$ cat config.mk
export PLATFORM = sky130hd
export DESIGN_NAME = dbus_req_stage
export DESIGN_NICKNAME = d
export VERILOG_FILES = /design/src/verilog/krv_cfg_pkg.sv /design/src/verilog/krv_dbus_pkg.sv /design/src/verilog/dbus_req_stage.sv
export SDC_FILE = /design/constraint.sdc
export NUM_CORES = 1
export LEC_CHECK = 0
export BUFFER_PORTS_ARGS = -buffer_cell sky130_fd_sc_hd__buf_2
export CAP_MARGIN = 30
export CORE_UTILIZATION = 46
export CTS_CLUSTER_SIZE = 28
export DETAILED_ROUTE_END_ITERATION = 8
export GPL_TIMING_DRIVEN = 0
export HOLD_SLACK_MARGIN = 0.12
export PLACE_DENSITY = 0.82
export SETUP_SLACK_MARGIN = 0.4
export SLEW_MARGIN = 25
export SYNTH_ARGS = -nofsm -noshare
export SYNTH_HDL_FRONTEND = slang
export SYNTH_SLANG_ARGS = --single-unit
$ cat constraint.sdc
create_clock -name cpu_clk -period 12.05 [get_ports cpu_clk]
set_input_delay 2.41 -clock cpu_clk [delete_from_list [all_inputs] [get_ports cpu_clk]]
set_output_delay 2.41 -clock cpu_clk [all_outputs]
set_load 0.02 [all_outputs]
$ cat src/verilog/krv_cfg_pkg.sv
////////////////////////////////////////////////////////////
// Widths, default depths and the access size code shared
// by every block of the data-memory path
////////////////////////////////////////////////////////////

`default_nettype none

package krv_cfg_pkg;

	// Bus widths
	localparam int ADDR_WIDTH = 32;
	localparam int DATA_WIDTH = 32;
	localparam int STRB_WIDTH = DATA_WIDTH / 8;

	// Defaults picked up by the top level
	localparam int DEF_DTCM_WORDS = 256;
	localparam int DEF_BUF_DEPTH  = 4;

	// Access size as issued by the core
	typedef enum logic [1:0] {
		SIZE_BYTE = 2'd0,
		SIZE_HALF = 2'd1,
		SIZE_WORD = 2'd2
	} access_size_t;

endpackage

`default_nettype wire
$ cat src/verilog/krv_dbus_pkg.sv
////////////////////////////////////////////////////////////
// Data-bus request and response records used between the
// request stage, the transaction buffer and the DTCM
////////////////////////////////////////////////////////////

`default_nettype none

package krv_dbus_pkg;

	// Access as the core presents it, one cycle wide
	typedef struct packed {
		logic                                  rd0_wr1;
		krv_cfg_pkg::access_size_t             size;
		logic [krv_cfg_pkg::ADDR_WIDTH-1:0]    addr;
		logic [krv_cfg_pkg::DATA_WIDTH-1:0]    write_data;
	} dbus_access_t;

	// Queued request, already split into word and lanes
	typedef struct packed {
		logic                                  rd0_wr1;
		krv_cfg_pkg::access_size_t             size;
		logic [krv_cfg_pkg::ADDR_WIDTH-3:0]    word_addr;
		logic [1:0]                            byte_offset;
		logic [krv_cfg_pkg::STRB_WIDTH-1:0]    byte_strobe;
		// Replicated into every lane the strobes select
		logic [krv_cfg_pkg::DATA_WIDTH-1:0]    write_data;
	} dbus_req_t;

endpackage

`default_nettype wire

$ cat src/verilog/dbus_req_stage.sv
////////////////////////////////////////////////////////////
// Registers one core access, forms byte strobes and lane
// data, and drives the buffer-full level back to the core
////////////////////////////////////////////////////////////

`timescale 1ns/1ps
`default_nettype none

module dbus_req_stage (
	input  wire logic                        cpu_clk,
	input  wire logic                        rst,
	input  wire logic                        data_access,
	input  wire krv_dbus_pkg::dbus_access_t  data_req,
	input  wire logic                        buf_full,
	output krv_dbus_pkg::dbus_req_t          req,
	output logic                             req_valid,
	output logic                             trans_buffer_full
);

	import krv_cfg_pkg::*;
	import krv_dbus_pkg::*;

	logic                  push;
	logic                  accept;
	logic [STRB_WIDTH-1:0] strb_d;
	logic [DATA_WIDTH-1:0] wdata_d;
	dbus_req_t             req_d;

	// Slot drains into the buffer whenever the buffer has room
	assign push = req_valid && !buf_full;

	// Full only when the slot is stuck behind a full buffer
	assign trans_buffer_full = req_valid && buf_full;
	assign accept = data_access && !trans_buffer_full;

	// Lane select and data replication by size
	always_comb begin
		case (data_req.size)
			SIZE_BYTE: begin
				strb_d  = 4'b0001 << data_req.addr[1:0];
				wdata_d = {4{data_req.write_data[7:0]}};
			end
			SIZE_HALF: begin
				strb_d  = data_req.addr[1] ? 4'b1100 : 4'b0011;
				wdata_d = {2{data_req.write_data[15:0]}};
			end
			default: begin
				strb_d  = {STRB_WIDTH{1'b1}};
				wdata_d = data_req.write_data;
			end
		endcase
	end

	always_comb begin
		req_d.rd0_wr1     = data_req.rd0_wr1;
		req_d.size        = data_req.size;
		req_d.word_addr   = data_req.addr[ADDR_WIDTH-1:2];
		req_d.byte_offset = data_req.addr[1:0];
		req_d.byte_strobe = strb_d;
		req_d.write_data  = wdata_d;
	end

	// A new access may land in the same edge the old one leaves
	always_ff @(posedge cpu_clk) begin
		if (rst) begin
			req_valid <= 1'b0;
		end else if (accept) begin
			req_valid <= 1'b1;
		end else if (push) begin
			req_valid <= 1'b0;
		end
	end

	always_ff @(posedge cpu_clk) begin
		if (accept) begin
			req <= req_d;
		end
	end

endmodule

`default_nettype wire

## Word level (Yosys, flattened, before mapping)

Cells that the tools add are included.

| storage, ports and cells | value |
|---|---|
| register bits after elaboration | 72 |
| input bits | 71 |
| output and inout port bits | 73 |
| word-level logic and storage cells | 21 |

| cells by class | value |
|---|---|
| eq/ne operators | 1 |
| shifts and indexed selects | 1 |
| mux-type cells | 5 |
| reduce and logical (&&, ||, !) cells | 7 |

Operator list:

| kind | number |
|---|---|
| $pmux 32 s2 | 1 |
| $pmux 4 s2 | 1 |
| $mux 4 | 1 |
| $shl 1x2->4 const A | 1 |
| $logic_and 1x1->1 | 3 |
| $eq 2x1->1 const B | 1 |
| $logic_not 1->1 | 2 |
| $logic_not 2->1 | 1 |
| $mux 1 | 2 |
| $reduce_bool 2->1 | 1 |

## Logic depth before layout (Yosys ltp)

| logic depth | value |
|---|---|
| word-level depth | 4 |
| mapped depth | 4 |
| mapped depth without buffers | 2 |

## Worst setup path before layout

No wires, ideal clock.

| timing | value |
|---|---|
| path kind | in2reg |
| start point | input buf_full |
| end point | register req[0] (netlist name) (enable) |
| library setup time | 0.508 ns |
| arrival | 5.801 ns |
| required time | 11.542 ns |
| slack | 5.741 ns |
| cell stages on the path | 2 |
| buffers on the path | 0 |
| cell sequence | and2_1 > nor2b_1 |

| between the ends | value |
|---|---|
| longest elaborated chain between the ends | 3 |

RTL lines:

| item | line | RTL |
|---|---|---|
| start: declaration | dbus_req_stage.sv:14 | `input wire logic buf_full,` |
| $logic_and 1x1->1 | dbus_req_stage.sv:33 | `assign trans_buffer_full = req_valid && buf_full;` |
| $logic_not 1->1 | dbus_req_stage.sv:34 | `assign accept = data_access && !trans_buffer_full;` |
| $logic_and 1x1->1 | dbus_req_stage.sv:34 |  |
| named net accept | dbus_req_stage.sv:24 | `logic accept;` |
| end signal: assignment | dbus_req_stage.sv:76 | `req <= req_d;` |
| end: declaration | dbus_req_stage.sv:15 | `output krv_dbus_pkg::dbus_req_t req,` |

The timed path passes the listed nets, and every way through them passes these cells.
A chain may end at the register's enable or synchronous reset.

## Worst setup path after layout

| timing | value |
|---|---|
| start point | input buf_full |
| end point | output trans_buffer_full |

| between the ends | value |
|---|---|
| longest elaborated chain between the ends | 1 |

RTL lines:

| item | line | RTL |
|---|---|---|
| $logic_and 1x1->1 | dbus_req_stage.sv:33 |  |
| end: declaration | dbus_req_stage.sv:17 | `output logic trans_buffer_full` |

Every way passes these cells.

==> impl_metrics.tcl <==
set metrics [dict create \
    dp_hpwl_um 4400 \
    cp_top_family "buffers and inverters" \
    crit_buf_inv 2 \
    area_growth_pct 42.2 \
    path_clk_slew_ns 0.07 \
    synth-seq-cells 72 \
    netlist_area_um2 2640 \
    start_util_pct 47.9 \
    synth_commonest_cells "edfxtp_1 (71), mux2_2 (15), mux2i_1 (8), nand2_1 (8), o21ai_2 (8)" \
    fin_worst_skew_ns 0.0107 \
    yosys_warnings 0 \
    p_total_mw 0.578 \
    h-tree-depth 3 \
    powerDensity_nw_per_um2 154 \
    hold_path_class "register to register" \
    synth_edf_count 71 \
    fin_cells 361 \
    synth_async_sr_flop_share_pct 0 \
    final_hold_viol_count 0 \
    numCtsBuffers 9 \
    ys.flop_type "edfxtp_1" \
    crit_top_cell "buf_2" \
    required_ns 9.64 \
    peakVddDrop_uv 77.8 \
    grt_max_degree 21 \
    insertedDiodeCount 0 \
    cp_max_fo 2 \
    holdBufCountCts 0 \
    yosysSeqAreaShare_pct 81.6 \
    arrival_ns 2.91 \
    relSlewSlack_pct 63.7 \
    yosysMostFrequentCell "edfxtp_1" \
    die_h_um 77.7 \
    grt_pass1_wl_um 9050 \
    clock_path_buffers 2 \
    grt_pass1_vias 1726 \
    max-cap-violations 0 \
    ys_top_cells_by_area "edfxtp_1 (81%), mux2_2 (6.4%), mux2i_1 (3.0%)" \
    cts_root_buf "clkbuf_8" \
    core_area_um2 5510 \
    fin_tns_setup_ns 0 \
    cts.repair.resized 0 \
    synth_top_area_cell "edfxtp_1" \
    finalCriticalPeriod_ns 5.32 \
    post_dp_cell_area_um2 3530 \
    rsz0062_at_grt "false" \
    overflow 0 \
    cp_cell_sequence "buf_2 -> and2_1 -> buf_2" \
    track_usage_pct 21.1 \
    postRouteAntennaNets 0 \
    synth_nets 199 \
    postCtsSetupRepairBufs 0 \
    crit_path_start_kind "input port" \
    endpoint_kind "primary output" \
    avgSynthCellArea_um2 20.6 \
    fmax_mhz 188 \
    tightest_slew_ns 0.543 \
    final-max-slew-violation-count 0 \
    synth_top_area_share_pct 80.8 \
    nNetsFinal 356 \
    rrSetupSlack_ns 10.20 \
    syn_inst 128 \
    crit_slowest_cell "and2_1" \
    finalWirelength_um 6000 \
    drt_iter0_drc 92 \
    antenna_found_initial 0 \
    io_pins 144 \
    portBuffers 143 \
    timing.final.crit_share_pct 44.2 \
    design_area_um2 3750 \
    cts_tree "yes" \
    synthDistinctLibCells 16 \
    place.gp.congestion 0.683 \
    critPathMaxStageDelay_ns 0.20 \
    die_w_um 77.7 \
    vias 1722 \
    row_count 27 \
    setup_viol 0 \
    dpl.cell_count 346 \
    worst_skew_pair.late_latency_ns 0.33 \
    p_leak_nw 1.61 \
    outcome "finished, final reports clean" \
    crit_type "input port to primary output" \
    cts.sinks 72 \
    drc 0 \
    drive_gt1_share_pct 65.7 \
    wl_per_cell_um 16.6 \
    die_area_um2 6040 \
    vias_per_cell 4.77 \
    drt_pass1_iterations 4 \
]
==> flip-flops by register name, summed over array words and instances, names as in the netlist <==
name	flops
req	71
req_valid	1
==> layout make-up <==
| cell class | count | area (um^2) |
|---|---|---|
| multi-input cells | 51 | 440 |
| repair buffers | 146 | 798 |
| fillers | 394 | 1760 |
| well taps | 72 | 90.1 |
| flip-flops and latches | 72 | 2150 |
| inverters | 1 | 3.75 |
| clock buffers | 9 | 124 |
| clock inverters | 6 | 92.6 |
| plain buffers | 4 | 48.8 |
==> metal layers <==
metal	GRT usage, %	part of all wire, %	up-vias
met1	22.9	36	800
met3	5.76	7.6	12
li1	-	-	817
met5	0	0	-
met4	10.9	1.9	0
met2	37.3	54	93
==> worst paths after layout <==
| check | end | start | cells after the start |
|---|---|---|---|
| worst max-delay path | trans_buffer_full | buf_full | 3 |
| worst min-delay path | req_valid$_SDFFE_PP0P_ | req_valid$_SDFFE_PP0P_ | 2 |
| worst max register to register | req[20]$_DFFE_PP_ | req_valid$_SDFFE_PP0P_ | 5 |
| worst min register to register | req_valid$_SDFFE_PP0P_ | req_valid$_SDFFE_PP0P_ | 2 |
==> report_power, final <==
group	switching (mW)	total, mW	internal [mW]
clock	0.0879	0.205	0.117
sequential	0.00375	0.298	0.294
combinational	0.0446	0.0749	0.0303
total	0.136	0.578	0.441
==> tightest hold or removal path, stage by stage, from the launching register on <==
cell and delay (ns):
dfxtp_1 0.35, a21oi_1 0.07, nor2_1 0.08
==> layout by cell type, fill, tap and decap left out, types with 2 or more instances in the layout <==
master	instances
buf_16	3
buf_2	143
buf_6	3
bufinv_16	2
clkbuf_8	9
clkinvlp_4	2
edfxtp_1	71
inv_6	2
mux2_2	15
mux2i_1	8
nand2_1	8
nor2_1	2
o21ai_2	8
o21bai_1	4
==> logic make-up after synthesis <==
family / after synthesis / share of synthesized area, %
AOI/OAI and AO/OA: 13 / 3.98
buffers and inverters: 5 / 1.99
DFF: 72 / 81.6
muxes: 24 / 9.87
and+or+nand+nor: 14 / 2.56
==> per-stage QoR <==
step	setup WS (ns)	util, %	hold slack, ns
floorplan	5.74	-	0.585
global placement	4.65	62.5	0.479
detailed placement	6.73	64.2	0.521
CTS	6.74	68.1	0.539
global route	6.73	68.1	0.574
finish	6.73	68.1	0.538
Note: power is estimated with default switching activity, not from simulation.
