===== src/verilog/krv_cfg_pkg.sv =====
////////////////////////////////////////////////////////////
// Widths, default depths and the access size code shared
// by every block of the data-memory path
////////////////////////////////////////////////////////////

`default_nettype none

package krv_cfg_pkg;

	// Bus widths
	localparam int ADDR_WIDTH = 32;
	localparam int DATA_WIDTH = 32;
	localparam int STRB_WIDTH = DATA_WIDTH / 8;

	// Defaults picked up by the top level
	localparam int DEF_DTCM_WORDS = 256;
	localparam int DEF_BUF_DEPTH  = 4;

	// Access size as issued by the core
	typedef enum logic [1:0] {
		SIZE_BYTE = 2'd0,
		SIZE_HALF = 2'd1,
		SIZE_WORD = 2'd2
	} access_size_t;

endpackage

`default_nettype wire

===== src/verilog/krv_dbus_pkg.sv =====
////////////////////////////////////////////////////////////
// Data-bus request and response records used between the
// request stage, the transaction buffer and the DTCM
////////////////////////////////////////////////////////////

`default_nettype none

package krv_dbus_pkg;

	// Access as the core presents it, one cycle wide
	typedef struct packed {
		logic                                  rd0_wr1;
		krv_cfg_pkg::access_size_t             size;
		logic [krv_cfg_pkg::ADDR_WIDTH-1:0]    addr;
		logic [krv_cfg_pkg::DATA_WIDTH-1:0]    write_data;
	} dbus_access_t;

	// Queued request, already split into word and lanes
	typedef struct packed {
		logic                                  rd0_wr1;
		krv_cfg_pkg::access_size_t             size;
		logic [krv_cfg_pkg::ADDR_WIDTH-3:0]    word_addr;
		logic [1:0]                            byte_offset;
		logic [krv_cfg_pkg::STRB_WIDTH-1:0]    byte_strobe;
		// Replicated into every lane the strobes select
		logic [krv_cfg_pkg::DATA_WIDTH-1:0]    write_data;
	} dbus_req_t;

endpackage

`default_nettype wire


===== src/verilog/dbus_trans_buffer.sv =====
////////////////////////////////////////////////////////////
// Circular FIFO of data-bus requests between the request
// stage and the DTCM; depth is any power of two
////////////////////////////////////////////////////////////

`timescale 1ns/1ps
`default_nettype none

module dbus_trans_buffer #(
	parameter int BUF_DEPTH = 4
) (
	input  wire logic                     cpu_clk,
	input  wire logic                     rst,
	input  wire krv_dbus_pkg::dbus_req_t  req,
	input  wire logic                     req_valid,
	output logic                          buf_full,
	output krv_dbus_pkg::dbus_req_t       head,
	output logic                          head_valid,
	input  wire logic                     head_ready
);

	import krv_dbus_pkg::*;

	localparam int PTR_W = (BUF_DEPTH > 1) ? $clog2(BUF_DEPTH) : 1;
	localparam int CNT_W = $clog2(BUF_DEPTH + 1);

	dbus_req_t        entries [BUF_DEPTH];
	logic [PTR_W-1:0] wr_ptr;
	logic [PTR_W-1:0] rd_ptr;
	logic [CNT_W-1:0] count;
	logic             push;
	logic             pop;

	// Explicit wrap keeps a depth of one in range
	function automatic logic [PTR_W-1:0] next_ptr(input logic [PTR_W-1:0] ptr);
		if (ptr == PTR_W'(BUF_DEPTH - 1)) begin
			return '0;
		end
		return ptr + 1'b1;
	endfunction

	assign buf_full   = (count == CNT_W'(BUF_DEPTH));
	assign head_valid = (count != '0);
	assign head       = entries[rd_ptr];

	assign push = req_valid && !buf_full;
	assign pop  = head_valid && head_ready;

	always_ff @(posedge cpu_clk) begin
		if (rst) begin
			wr_ptr <= '0;
			rd_ptr <= '0;
			count  <= '0;
		end else begin
			if (push) begin
				wr_ptr <= next_ptr(wr_ptr);
			end
			if (pop) begin
				rd_ptr <= next_ptr(rd_ptr);
			end
			case ({push, pop})
				2'b10:   count <= count + 1'b1;
				2'b01:   count <= count - 1'b1;
				default: count <= count;
			endcase
		end
	end

	// Storage carries no reset
	always_ff @(posedge cpu_clk) begin
		if (push) begin
			entries[wr_ptr] <= req;
		end
	end

endmodule

`default_nettype wire


===== config.mk =====
export PLATFORM = sky130hd
export DESIGN_NAME = dbus_trans_buffer
export DESIGN_NICKNAME = d
export VERILOG_FILES = /design/src/verilog/krv_cfg_pkg.sv /design/src/verilog/krv_dbus_pkg.sv /design/src/verilog/dbus_trans_buffer.sv
export SDC_FILE = /design/constraint.sdc
export NUM_CORES = 1
export LEC_CHECK = 0
export CAP_MARGIN = 20
export CORE_ASPECT_RATIO = 1.4
export CORE_MARGIN = 5
export CORE_UTILIZATION = 41
export CTS_CLUSTER_SIZE = 8
export DETAILED_ROUTE_END_ITERATION = 10
export DONT_BUFFER_PORTS = 1
export PLACE_DENSITY = 0.66
export REMOVE_ABC_BUFFERS = 1
export SLEW_MARGIN = 10
export SYNTH_ARGS = -nofsm -noshare
export SYNTH_HDL_FRONTEND = slang
export SYNTH_SLANG_ARGS = --single-unit

===== constraint.sdc =====
create_clock -name cpu_clk -period 8.6 [get_ports cpu_clk]
set_clock_uncertainty 0.1 [all_clocks]
set_input_delay 1.72 -clock cpu_clk [delete_from_list [all_inputs] [get_ports cpu_clk]]
set_output_delay 1.72 -clock cpu_clk [all_outputs]
set_load 0.02 [all_outputs]

==> After elaboration in Yosys (flattened, before gate mapping) <==
Memory sizes are Yosys's and may differ from the RTL's. A register that Yosys moved wholly into a read port is not among the register bits.
Cells that the tools add are included.
{ "op_classes": {"n_reduce_logical": 5, "eq_ne": 5, "mux": 15, "n_addsub": 4} }
{ "op_table": {"columns": ["operator", "count"], "rows": [
  ["2-bit 2-to-1 mux", 6],
  ["1-bit 2-to-1 mux", 8],
  ["2-bit == test, second input constant", 3],
  ["3-bit case mux with 2 select lines", 1],
  ["2-bit by 1-bit adder with 2-bit output, second input constant", 2],
  ["3-bit by 1-bit adder with 3-bit output, second input constant", 1],
  ["3-bit == test, second input constant", 1],
  ["3-bit nonzero test", 1],
  ["3-bit by 1-bit subtractor with 3-bit output, second input constant", 1],
  ["2-bit by 1-bit == test with 1-bit output, second input constant", 1],
  ["1-bit logical AND", 2],
  ["2-bit nonzero test", 1],
  ["1-bit logical NOT", 1]
]} }
{ "word_totals": {"n_memories": 1, "inputBits": 75, "ff_bits": 7, "word_cells": 33, "out_inout_bits": 73, "ramBits": 284} }
{ "memory_table": {"columns": ["name", "words", "width", "read_ports", "rd_ports_with_merged_regs", "write_ports", "line_no", "source"], "rows": [
  ["entries", 4, 71, 1, 1, 1, "dbus_trans_buffer.sv:27", "dbus_req_t entries [BUF_DEPTH];"]
]} }

==> Logic depth before layout (Yosys ltp) <==
Gate-level depths: netlist (run 1).
{ "logic_depth": {"depth_word": 7, "ltp_mapped": 10} }

==> Worst setup path before layout (run 1) <==
Ideal clock, no wire load.
{ "synth_path": {"path_type": "input to register", "start": "input req_valid", "end": "memory entries[0][0] in the netlist's numbering (enable)", "n_path_buf": 0, "stages": 1, "arrival_ns": 3.432, "path_slack_ns": 4.631, "required_ns": 8.063, "path_cell_list": "and3_1"} }
{ "synth_between": {"elab_chain_len": 3} }
{ "synth_lines": {"columns": ["item", "line_no", "source"], "rows": [
  ["from (decl)", "dbus_trans_buffer.sv:15", "input wire logic req_valid,"],
  ["1-bit logical AND", "dbus_trans_buffer.sv:46", "assign push = req_valid && !buf_full;"],
  ["1-bit 2-to-1 mux", "dbus_trans_buffer.sv:71", "if (push) begin"],
  ["1-bit 2-to-1 mux (not written as such)", "dbus_trans_buffer.sv:72", "entries[wr_ptr] <= req;"],
  ["to (decl)", "dbus_trans_buffer.sv:27", null]
]} }
Every way passes these cells.

==> metrics.csv, run 1 <==
metric,value,unit
status,finished clean,
path_clk_slew,0.04,ns
htree_levels,2,
seq_area_frac_synth,81.05,%
synth-edff-count,284,
final_layout_size_suffix_gt1_share,27.91,%
yosysMostFrequentCell,edfxtp_1,
cts-hold-fix-buffers,0,
dp_hpwl,11.32,mm
worstPathArrival,2.74,ns
globalRouteOverflowTotal,0,
die_x,146.8,um
fin_nets,538,
synth_area_leaders,"edfxtp_1 (79%), mux4_2 (15%), dfxtp_1 (1.7%)",
hp-class,reg -> reg,
syn_to_final_growth,14.79,%
row_count,70,
cp_top_family,buffers and inverters,
regArea,8716,um^2
globalplace.congestion,0.7352,
multi_input_area,1892,um^2
cts_resized,0,
start_util,41.30,%
wl,19.41,mm
worst_pin_slew,1.054,ns
critPathCaptureType,output pin,
synthCells,425,
critPathLaunchType,flip-flop,
layout_worst_path_cycle_share,53.02,%
postRouteAntennaNets,0,
die_h,201.5,um
design_area,12330,um^2
portBuffers,0,
slowest_delay,0.76,ns
die-area,29590,um^2
cp_max_fo,45,
first_global_vias,4947,
grt_start_max_net_pins,72,
ctsRootBufferMaster,clkbuf_16,
slew_viol_final,0,
grt_pass1_wl,30.08,mm
max-cap-violations,0,
period_needed,4.559,ns
finalSetupTns,0,ns
hold_violations,0,
fillCellCount,2039,
max-slew-margin-rel,29.71,%
ys_types,26,
synth_top_cell_by_area,edfxtp_1,
holdWs,0.3770,ns
fin_util,47.41,%
path_buf_inv,1,
power.density,316.8,nW/um^2
synthTopCellsByCount,"edfxtp_1 (284), mux4_2 (71), dfxtp_1 (9)",
placed_cell_area,11050,um^2
via_per_inst,5.403,
synth.cell_area,10740,um^2
ios,148,
fin_cells,797,
grt_usage,13.38,%
ys_warn_count,0,
ir_worst_vdd,0.1506,mV
fin_ws,4.041,ns
synth_area_per_cell,25.28,um^2
rsz0062_at_grt,no,
cts_buffers,42,
antenna_found_initial,0,
drc,0,
clk_latency,0.50,ns
routedWlPerCell,24.36,um
power,3.908,mW
critPathRequiredTime,6.78,ns
setup_viol,0,
diodes,0,
dp_cells,732,
crit_chain,buf_4 > mux4_2,
drt_iter0_drc,212,
crit_type,reg -> out,
netlist.area_leader.share,79.38,%
dpl_worst_slack,4.446,ns
clock.fmax,219.3,MHz
dr.pass1.iters,4,
ys_ff_latch,293,
via_count,4306,
p_leak,3.833,nW
tritoncts,yes,
core-area,26010,um^2
cts_setup_buffers,0,
ys_async_sr_fraction,0,%
cts_buffer_depth,3,
synthFlopType,edfxtp_1,
clock-sinks,293,
critPathSlowestCell,buf_4,
-- flip-flops by register name, indices dropped and copies added (netlist names), named ones only --
name and count:
count 3, wr_ptr 2, rd_ptr 2, entries 284
-- power by group --
group	internal, mW	switching (mW)
clock	0.933	0.527
combinational	0.252	0.398
sequential	1.72	0.0791
-- placed cells by master, fill, tap and decap left out, types with 2 or more instances in the layout --
cell type  count
a21oi_1        4
and3_4         4
buf_12         2
buf_16         2
clkbuf_1      15
clkbuf_16     45
dfxtp_1        7
dfxtp_4        2
edfxtp_1     284
ha_1           6
inv_1          8
mux4_2        71
nand3_1        2
nor2_1         4
or3_2          2
xor2_1         2
-- cells by family (layout without fill, tap and decap cells) --
| logic type | after synthesis | after routing | share of synthesized area (%) |
|---|---|---|---|
| and+or+nand+nor | 17 | 17 | 0.9432 |
| buffers and inverters | 26 | 74 | 1.491 |
| muxes | 72 | 72 | 14.98 |
| DFF | 293 | 293 | 81.05 |
| adders and majority gates | 7 | 7 | 0.8850 |
| AOI/OAI and AO/OA | 8 | 8 | 0.4891 |
| xor gates and xnor gates | 2 | 2 | 0.1631 |
-- worst min-delay path, cell delays in order (launching register included) --
cell,delay [ns]
dfxtp_1,0.32
nand2_1,0.06
a21oi_1,0.07
-- worst paths after layout --
path,to,slack (ns),depth (start not counted),from
setup / recovery,head[67],4.04,2,flip-flop
hold / removal,flip-flop,0.38,2,rd_ptr[0]
setup reg to reg,count[2],5.97,9,count[2]
hold reg to reg,flip-flop,0.38,2,rd_ptr[0]
-- final cells by class --
class | count | share of cell area, %
clock inverter | 1 | 0.04058
sequential | 293 | 70.67
multi-input combinational | 106 | 15.34
timing repair buffer | 5 | 0.8319
clock buffer | 60 | 9.587
tap | 324 | 3.287
inverter | 8 | 0.2435
-- metal layers --
metal / track usage [%] / vias up / wire (um)
li1: - / 1859 / -
met1: 14.16 / 2279 / 6684
met2: 23.64 / 134 / 10560
met3: 5.452 / 34 / 1661
met4: 5.279 / 0 / 508
met5: 0 / - / 0
(Power assumes the default switching activity.)
==> run 2, diff against run 1 <==
--- a/config.mk
+++ b/config.mk
@@ -12,7 +12,7 @@
 export CTS_CLUSTER_SIZE = 8
 export DETAILED_ROUTE_END_ITERATION = 10
 export DONT_BUFFER_PORTS = 1
-export PLACE_DENSITY = 0.66
+export PLACE_DENSITY = 0.68
 export REMOVE_ABC_BUFFERS = 1
 export SLEW_MARGIN = 10
 export SYNTH_ARGS = -nofsm -noshare
==> constraint.sdc (replaced) <==
create_clock -name cpu_clk -period 3.8 [get_ports cpu_clk]
set_clock_uncertainty 0.1 [all_clocks]
set_input_delay 0.76 -clock cpu_clk [delete_from_list [all_inputs] [get_ports cpu_clk]]
set_output_delay 0.76 -clock cpu_clk [all_outputs]
set_load 0.02 [all_outputs]
==> run 2 against run 1 <==
Sequential power up 120%. Worst setup slack worse by 3.2 ns. Routed wire length shrank 3.0%. Critical path depth is the same. Hold slack got worse by 0.16 ns. Global-route usage decreased by 0.45 points. Final cell count is 0.88% lower. Largest power group unchanged.
==> metrics.csv, run 2 (synthesis results as in run 1) <==
metric,value,unit
status,finished clean,
core-area,26010,um^2
fin_nets,539,
slew_viol_final,0,
power,8.798,mW
fin_ws,0.8152,ns
die_x,146.8,um
drc,0,
clock.fmax,335.0,MHz
layout_worst_path_cycle_share,78.55,%
cts_resized,0,
rsz0062_at_grt,no,
die_h,201.5,um
portBuffers,0,
clk_latency,0.51,ns
path_clk_slew,0.05,ns
period_needed,2.985,ns
largest_reg_flops,284,
max-slew-margin-rel,29.29,%
critPathRequiredTime,2.94,ns
grt_pass1_wl,28.96,mm
fin_util,47.37,%
grt_usage,12.92,%
crit_chain,buf_4 > mux4_2,
dr.pass1.iters,4,
reg2reg_slack,1.16,ns
worst_pin_slew,1.061,ns
diodes,0,
cts_setup_buffers,0,
reg_top3,"entries x284, count x3",
dp_hpwl,10.80,mm
final_cell_mix,"edfxtp_1 (284), mux4_2 (71), clkbuf_16 (45)",
max-cap-violations,0,
syn_to_final_growth,14.70,%
clock-sinks,293,
antenna_found_initial,0,
holdPathEnd,wr_ptr[1],
wl,18.82,mm
hold_path.startpoint,rst,
crit_type,reg -> out,
hp-class,in -> reg,
dpl_worst_slack,1.184,ns
first_global_vias,4786,
grt_start_max_net_pins,72,
ir_worst_vdd,0.4904,mV
layout_commonest_cell,edfxtp_1,
hold_violations,0,
globalplace.congestion,0.6911,
r2r_cells,9,
top_register,entries,
holdWs,0.2127,ns
htree_levels,2,
via_per_inst,5.396,
final_layout_size_suffix_gt1_share,28.54,%
critPathCaptureType,output pin,
critPathSlowestCell,mux4_2,
power.density,713.9,nW/um^2
slowest_delay,0.67,ns
ctsRootBufferMaster,clkbuf_16,
cts_buffers,42,
r2r_start,count[2],
die-area,29590,um^2
p_leak,3.832,nW
critPathLaunchType,flip-flop,
start_util,41.30,%
row_count,70,
worstHoldPathCells,1,
routedWlPerCell,23.83,um
cp_max_fo,23,
ios,148,
postRouteAntennaNets,0,
r2r-end,count[2],
drt_iter0_drc,210,
globalRouteOverflowTotal,0,
via_count,4263,
cts-hold-fix-buffers,0,
setup_viol,0,
cts_buffer_depth,3,
tritoncts,yes,
worstPathArrival,2.12,ns
## run 2: layout make-up
class                      instances  area, um^2
clock buffer                      52        1152
clock inverter                     1       5.005
fill                            2036       13690
inverter                           8       30.03
multi-input combinational        106        1892
sequential                       293        8716
tap                              324       405.4
timing repair buffer               6       122.6
## run 2: how the worst max path moves through the flow
stage	startpoint	end	slack [ns]	cells past startpoint
after detailed placement	count[2]	count[2]	1.18	9
after global placement	count[2]	count[2]	1.27	9
after floorplan	flip-flop	head[0]	-0.79	1
final	flip-flop	head[67]	0.82	2
after global routing	flip-flop	head[67]	0.66	2
after CTS	flip-flop	head[67]	0.73	2
## run 2: critical path: cells and delay by family, from the launching register on
family / cells / cell delay (ns)
muxes: 1 / 0.67
DFF: 1 / 0.46
buffers and inverters: 1 / 0.44
## run 2: per-layer routing
metal	GRT usage [%]	vias to the layer above	routed length, um
met5	0	-	0
met4	5.481	0	581
met3	4.460	41	1404
met2	23.41	136	10380
met1	13.53	2228	6454
li1	-	1858	-
## run 2: through the flow
step / instances / instance area (um^2) / setup TNS (ns)
after floorplan: 407 / 10610 / -56.34
after global placement: 733 / 11070 / 0
after detailed placement: 733 / 11070 / 0
after CTS: 786 / 12230 / 0
after global routing: 790 / 12320 / 0
final: 790 / 12320 / 0
## run 2: report_power, final
part	switching [mW]	leakage (nW)	internal (mW)	total [mW]
logic	0.949	0.584	0.585	1.53
registers	0.137	2.68	3.89	4.03
clock network	1.16	0.567	2.08	3.24
==> run 3, diff against run 2 <==
==> constraint.sdc (replaced) <==
create_clock -name cpu_clk -period 2.5 [get_ports cpu_clk]
set_clock_uncertainty 0.1 [all_clocks]
set_input_delay 0.5 -clock cpu_clk [delete_from_list [all_inputs] [get_ports cpu_clk]]
set_output_delay 0.5 -clock cpu_clk [all_outputs]
set_load 0.02 [all_outputs]
==> run 3 against run 2 <==
Clock power is 52% higher. Clock-buffer cell count stayed put. Highest routed layer is now met5. Sequential cell count stayed put.
==> metrics.csv, run 3 (synthesis results as in run 1) <==
metric,value,unit
status,finished clean,
fin_nets,620,
internal_power,10.09,mW
start_util,41.30,%
htree_levels,2,
worst_pin_slew,0.6015,ns
p_clk_share,36.2,%
ios,148,
ir_worst_vdd,0.6178,mV
critPathLaunchType,flip-flop,
hp-class,in -> reg,
period_needed,2.453,ns
drc,0,
routedWlPerCell,22.90,um
globalRouteOverflowTotal,0,
p_comb_share,19.4,%
final_cell_mix,"edfxtp_1 (284), dlygate4sd3_1 (72), mux4_2 (71)",
postRouteAntennaNets,0,
rsz0062_at_grt,yes,
grt_start_max_net_pins,41,
crit_type,reg -> out,
r2r_cells,9,
clock.fmax,407.6,MHz
dp_hpwl,11.95,mm
max-slew-margin-rel,59.90,%
syn_to_final_growth,21.96,%
netSwitchingFraction,25.95,%
hold_violations,0,
first_global_vias,5204,
ctsRootBufferMaster,clkbuf_16,
slew_viol_final,0,
cts_buffer_depth,3,
dpl_worst_slack,-0.04915,ns
row_count,70,
top_register,entries,
die_x,146.8,um
largest_reg_flops,284,
via_count,4586,
dr.pass1.iters,4,
power.density,1040,nW/um^2
tritoncts,yes,
setup_viol,0,
critPathCaptureType,output pin,
multi_input_area,1913,um^2
grt_usage,13.76,%
clk_latency,0.51,ns
portBuffers,0,
max-cap-violations,0,
clock-sinks,293,
fillCellCount,1967,
p_seq_share,44.4,%
regArea,8720,um^2
globalplace.congestion,0.7058,
path_clk_slew,0.05,ns
worstHoldPathCells,2,
layout_worst_path_cycle_share,98.14,%
drt_iter0_drc,275,
worstPathArrival,1.85,ns
diodes,0,
core-area,26010,um^2
cp_max_fo,40,
die_h,201.5,um
wl,19.95,mm
grt_pass1_wl,30.85,mm
finalSetupTns,0,ns
p_leak,4.172,nW
layout_commonest_cell,edfxtp_1,
cts_buffers,42,
fin_ws,0.04660,ns
p_sw,3.536,mW
reg_top3,"entries x284, count x3",
critPathRequiredTime,1.90,ns
antenna_found_initial,3,
die-area,29590,um^2
via_per_inst,5.265,
final_layout_size_suffix_gt1_share,27.42,%
run 3: cell count changes in the layout (fill, tap and decap cells not counted), sizes merged:
| cell | before | now |
|---|---|---|
| buf | 6 | 15 |
| dlygate4sd3 | 0 | 72 |
run 3: final cells by class:
type                    count  area share, %
repair buffers             87          6.703
inverters                   8         0.2292
clock buffers              52          8.794
clock inverters             1        0.03819
multi-input cells         106          14.60
flip-flops and latches    293          66.54
well taps                 324          3.094
run 3: per-layer routing:
layer	wire length, um	GRT usage [%]
met2	11450	25.88
met3	1208	3.875
met1	6763	14.50
met4	496	4.976
met5	22	0
run 3: path summary, 6_finish.rpt:
| check | from | end | slack [ns] |
|---|---|---|---|
| setup / recovery | flip-flop | head[56] | 0.05 |
| hold / removal | req_valid | wr_ptr[1] | 0.08 |
| setup reg to reg | count[1] | count[2] | 0.09 |
| hold reg to reg | rd_ptr[0] | flip-flop | 0.41 |
run 3: critical path: stages, from the launching register on:
cell and delay, ns:
dfxtp_4 0.38, buf_16 0.28, mux4_2 0.65
run 3: metrics by stage:
step / std cells / area [um^2] / hold WS [ns] / total power [mW] / util [%]
global placement: 745 / 11190 / 0.3675 / 8.577 / 43.00
detailed placement: 745 / 11190 / 0.3938 / 8.668 / 43.00
CTS: 871 / 13090 / 0.03430 / 13.83 / 50.31
global route: 871 / 13100 / 0.03858 / 14.21 / 50.38
floorplan: 407 / 10610 / 0.3559 / 8.118 / -
finish: 871 / 13100 / 0.07754 / 13.63 / 50.38
run 3: repair_timing:
item	in CTS	in global routing
setup endpoints to repair	36	54
buffers inserted	1	0
endpoints found under the hold margin	293	0
gates resized for setup	6	4
pin swaps	0	1
hold buffers	72	0
run 3: power by group through the flow:
stage	combinational (mW)	clock, mW	sequential (mW)
detailed placement	2.53	0	6.14
global placement	2.48	0	6.10
finish	2.64	4.93	6.05
floorplan	1.81	0	6.31
CTS	2.70	5.07	6.06
global route	2.81	5.31	6.08
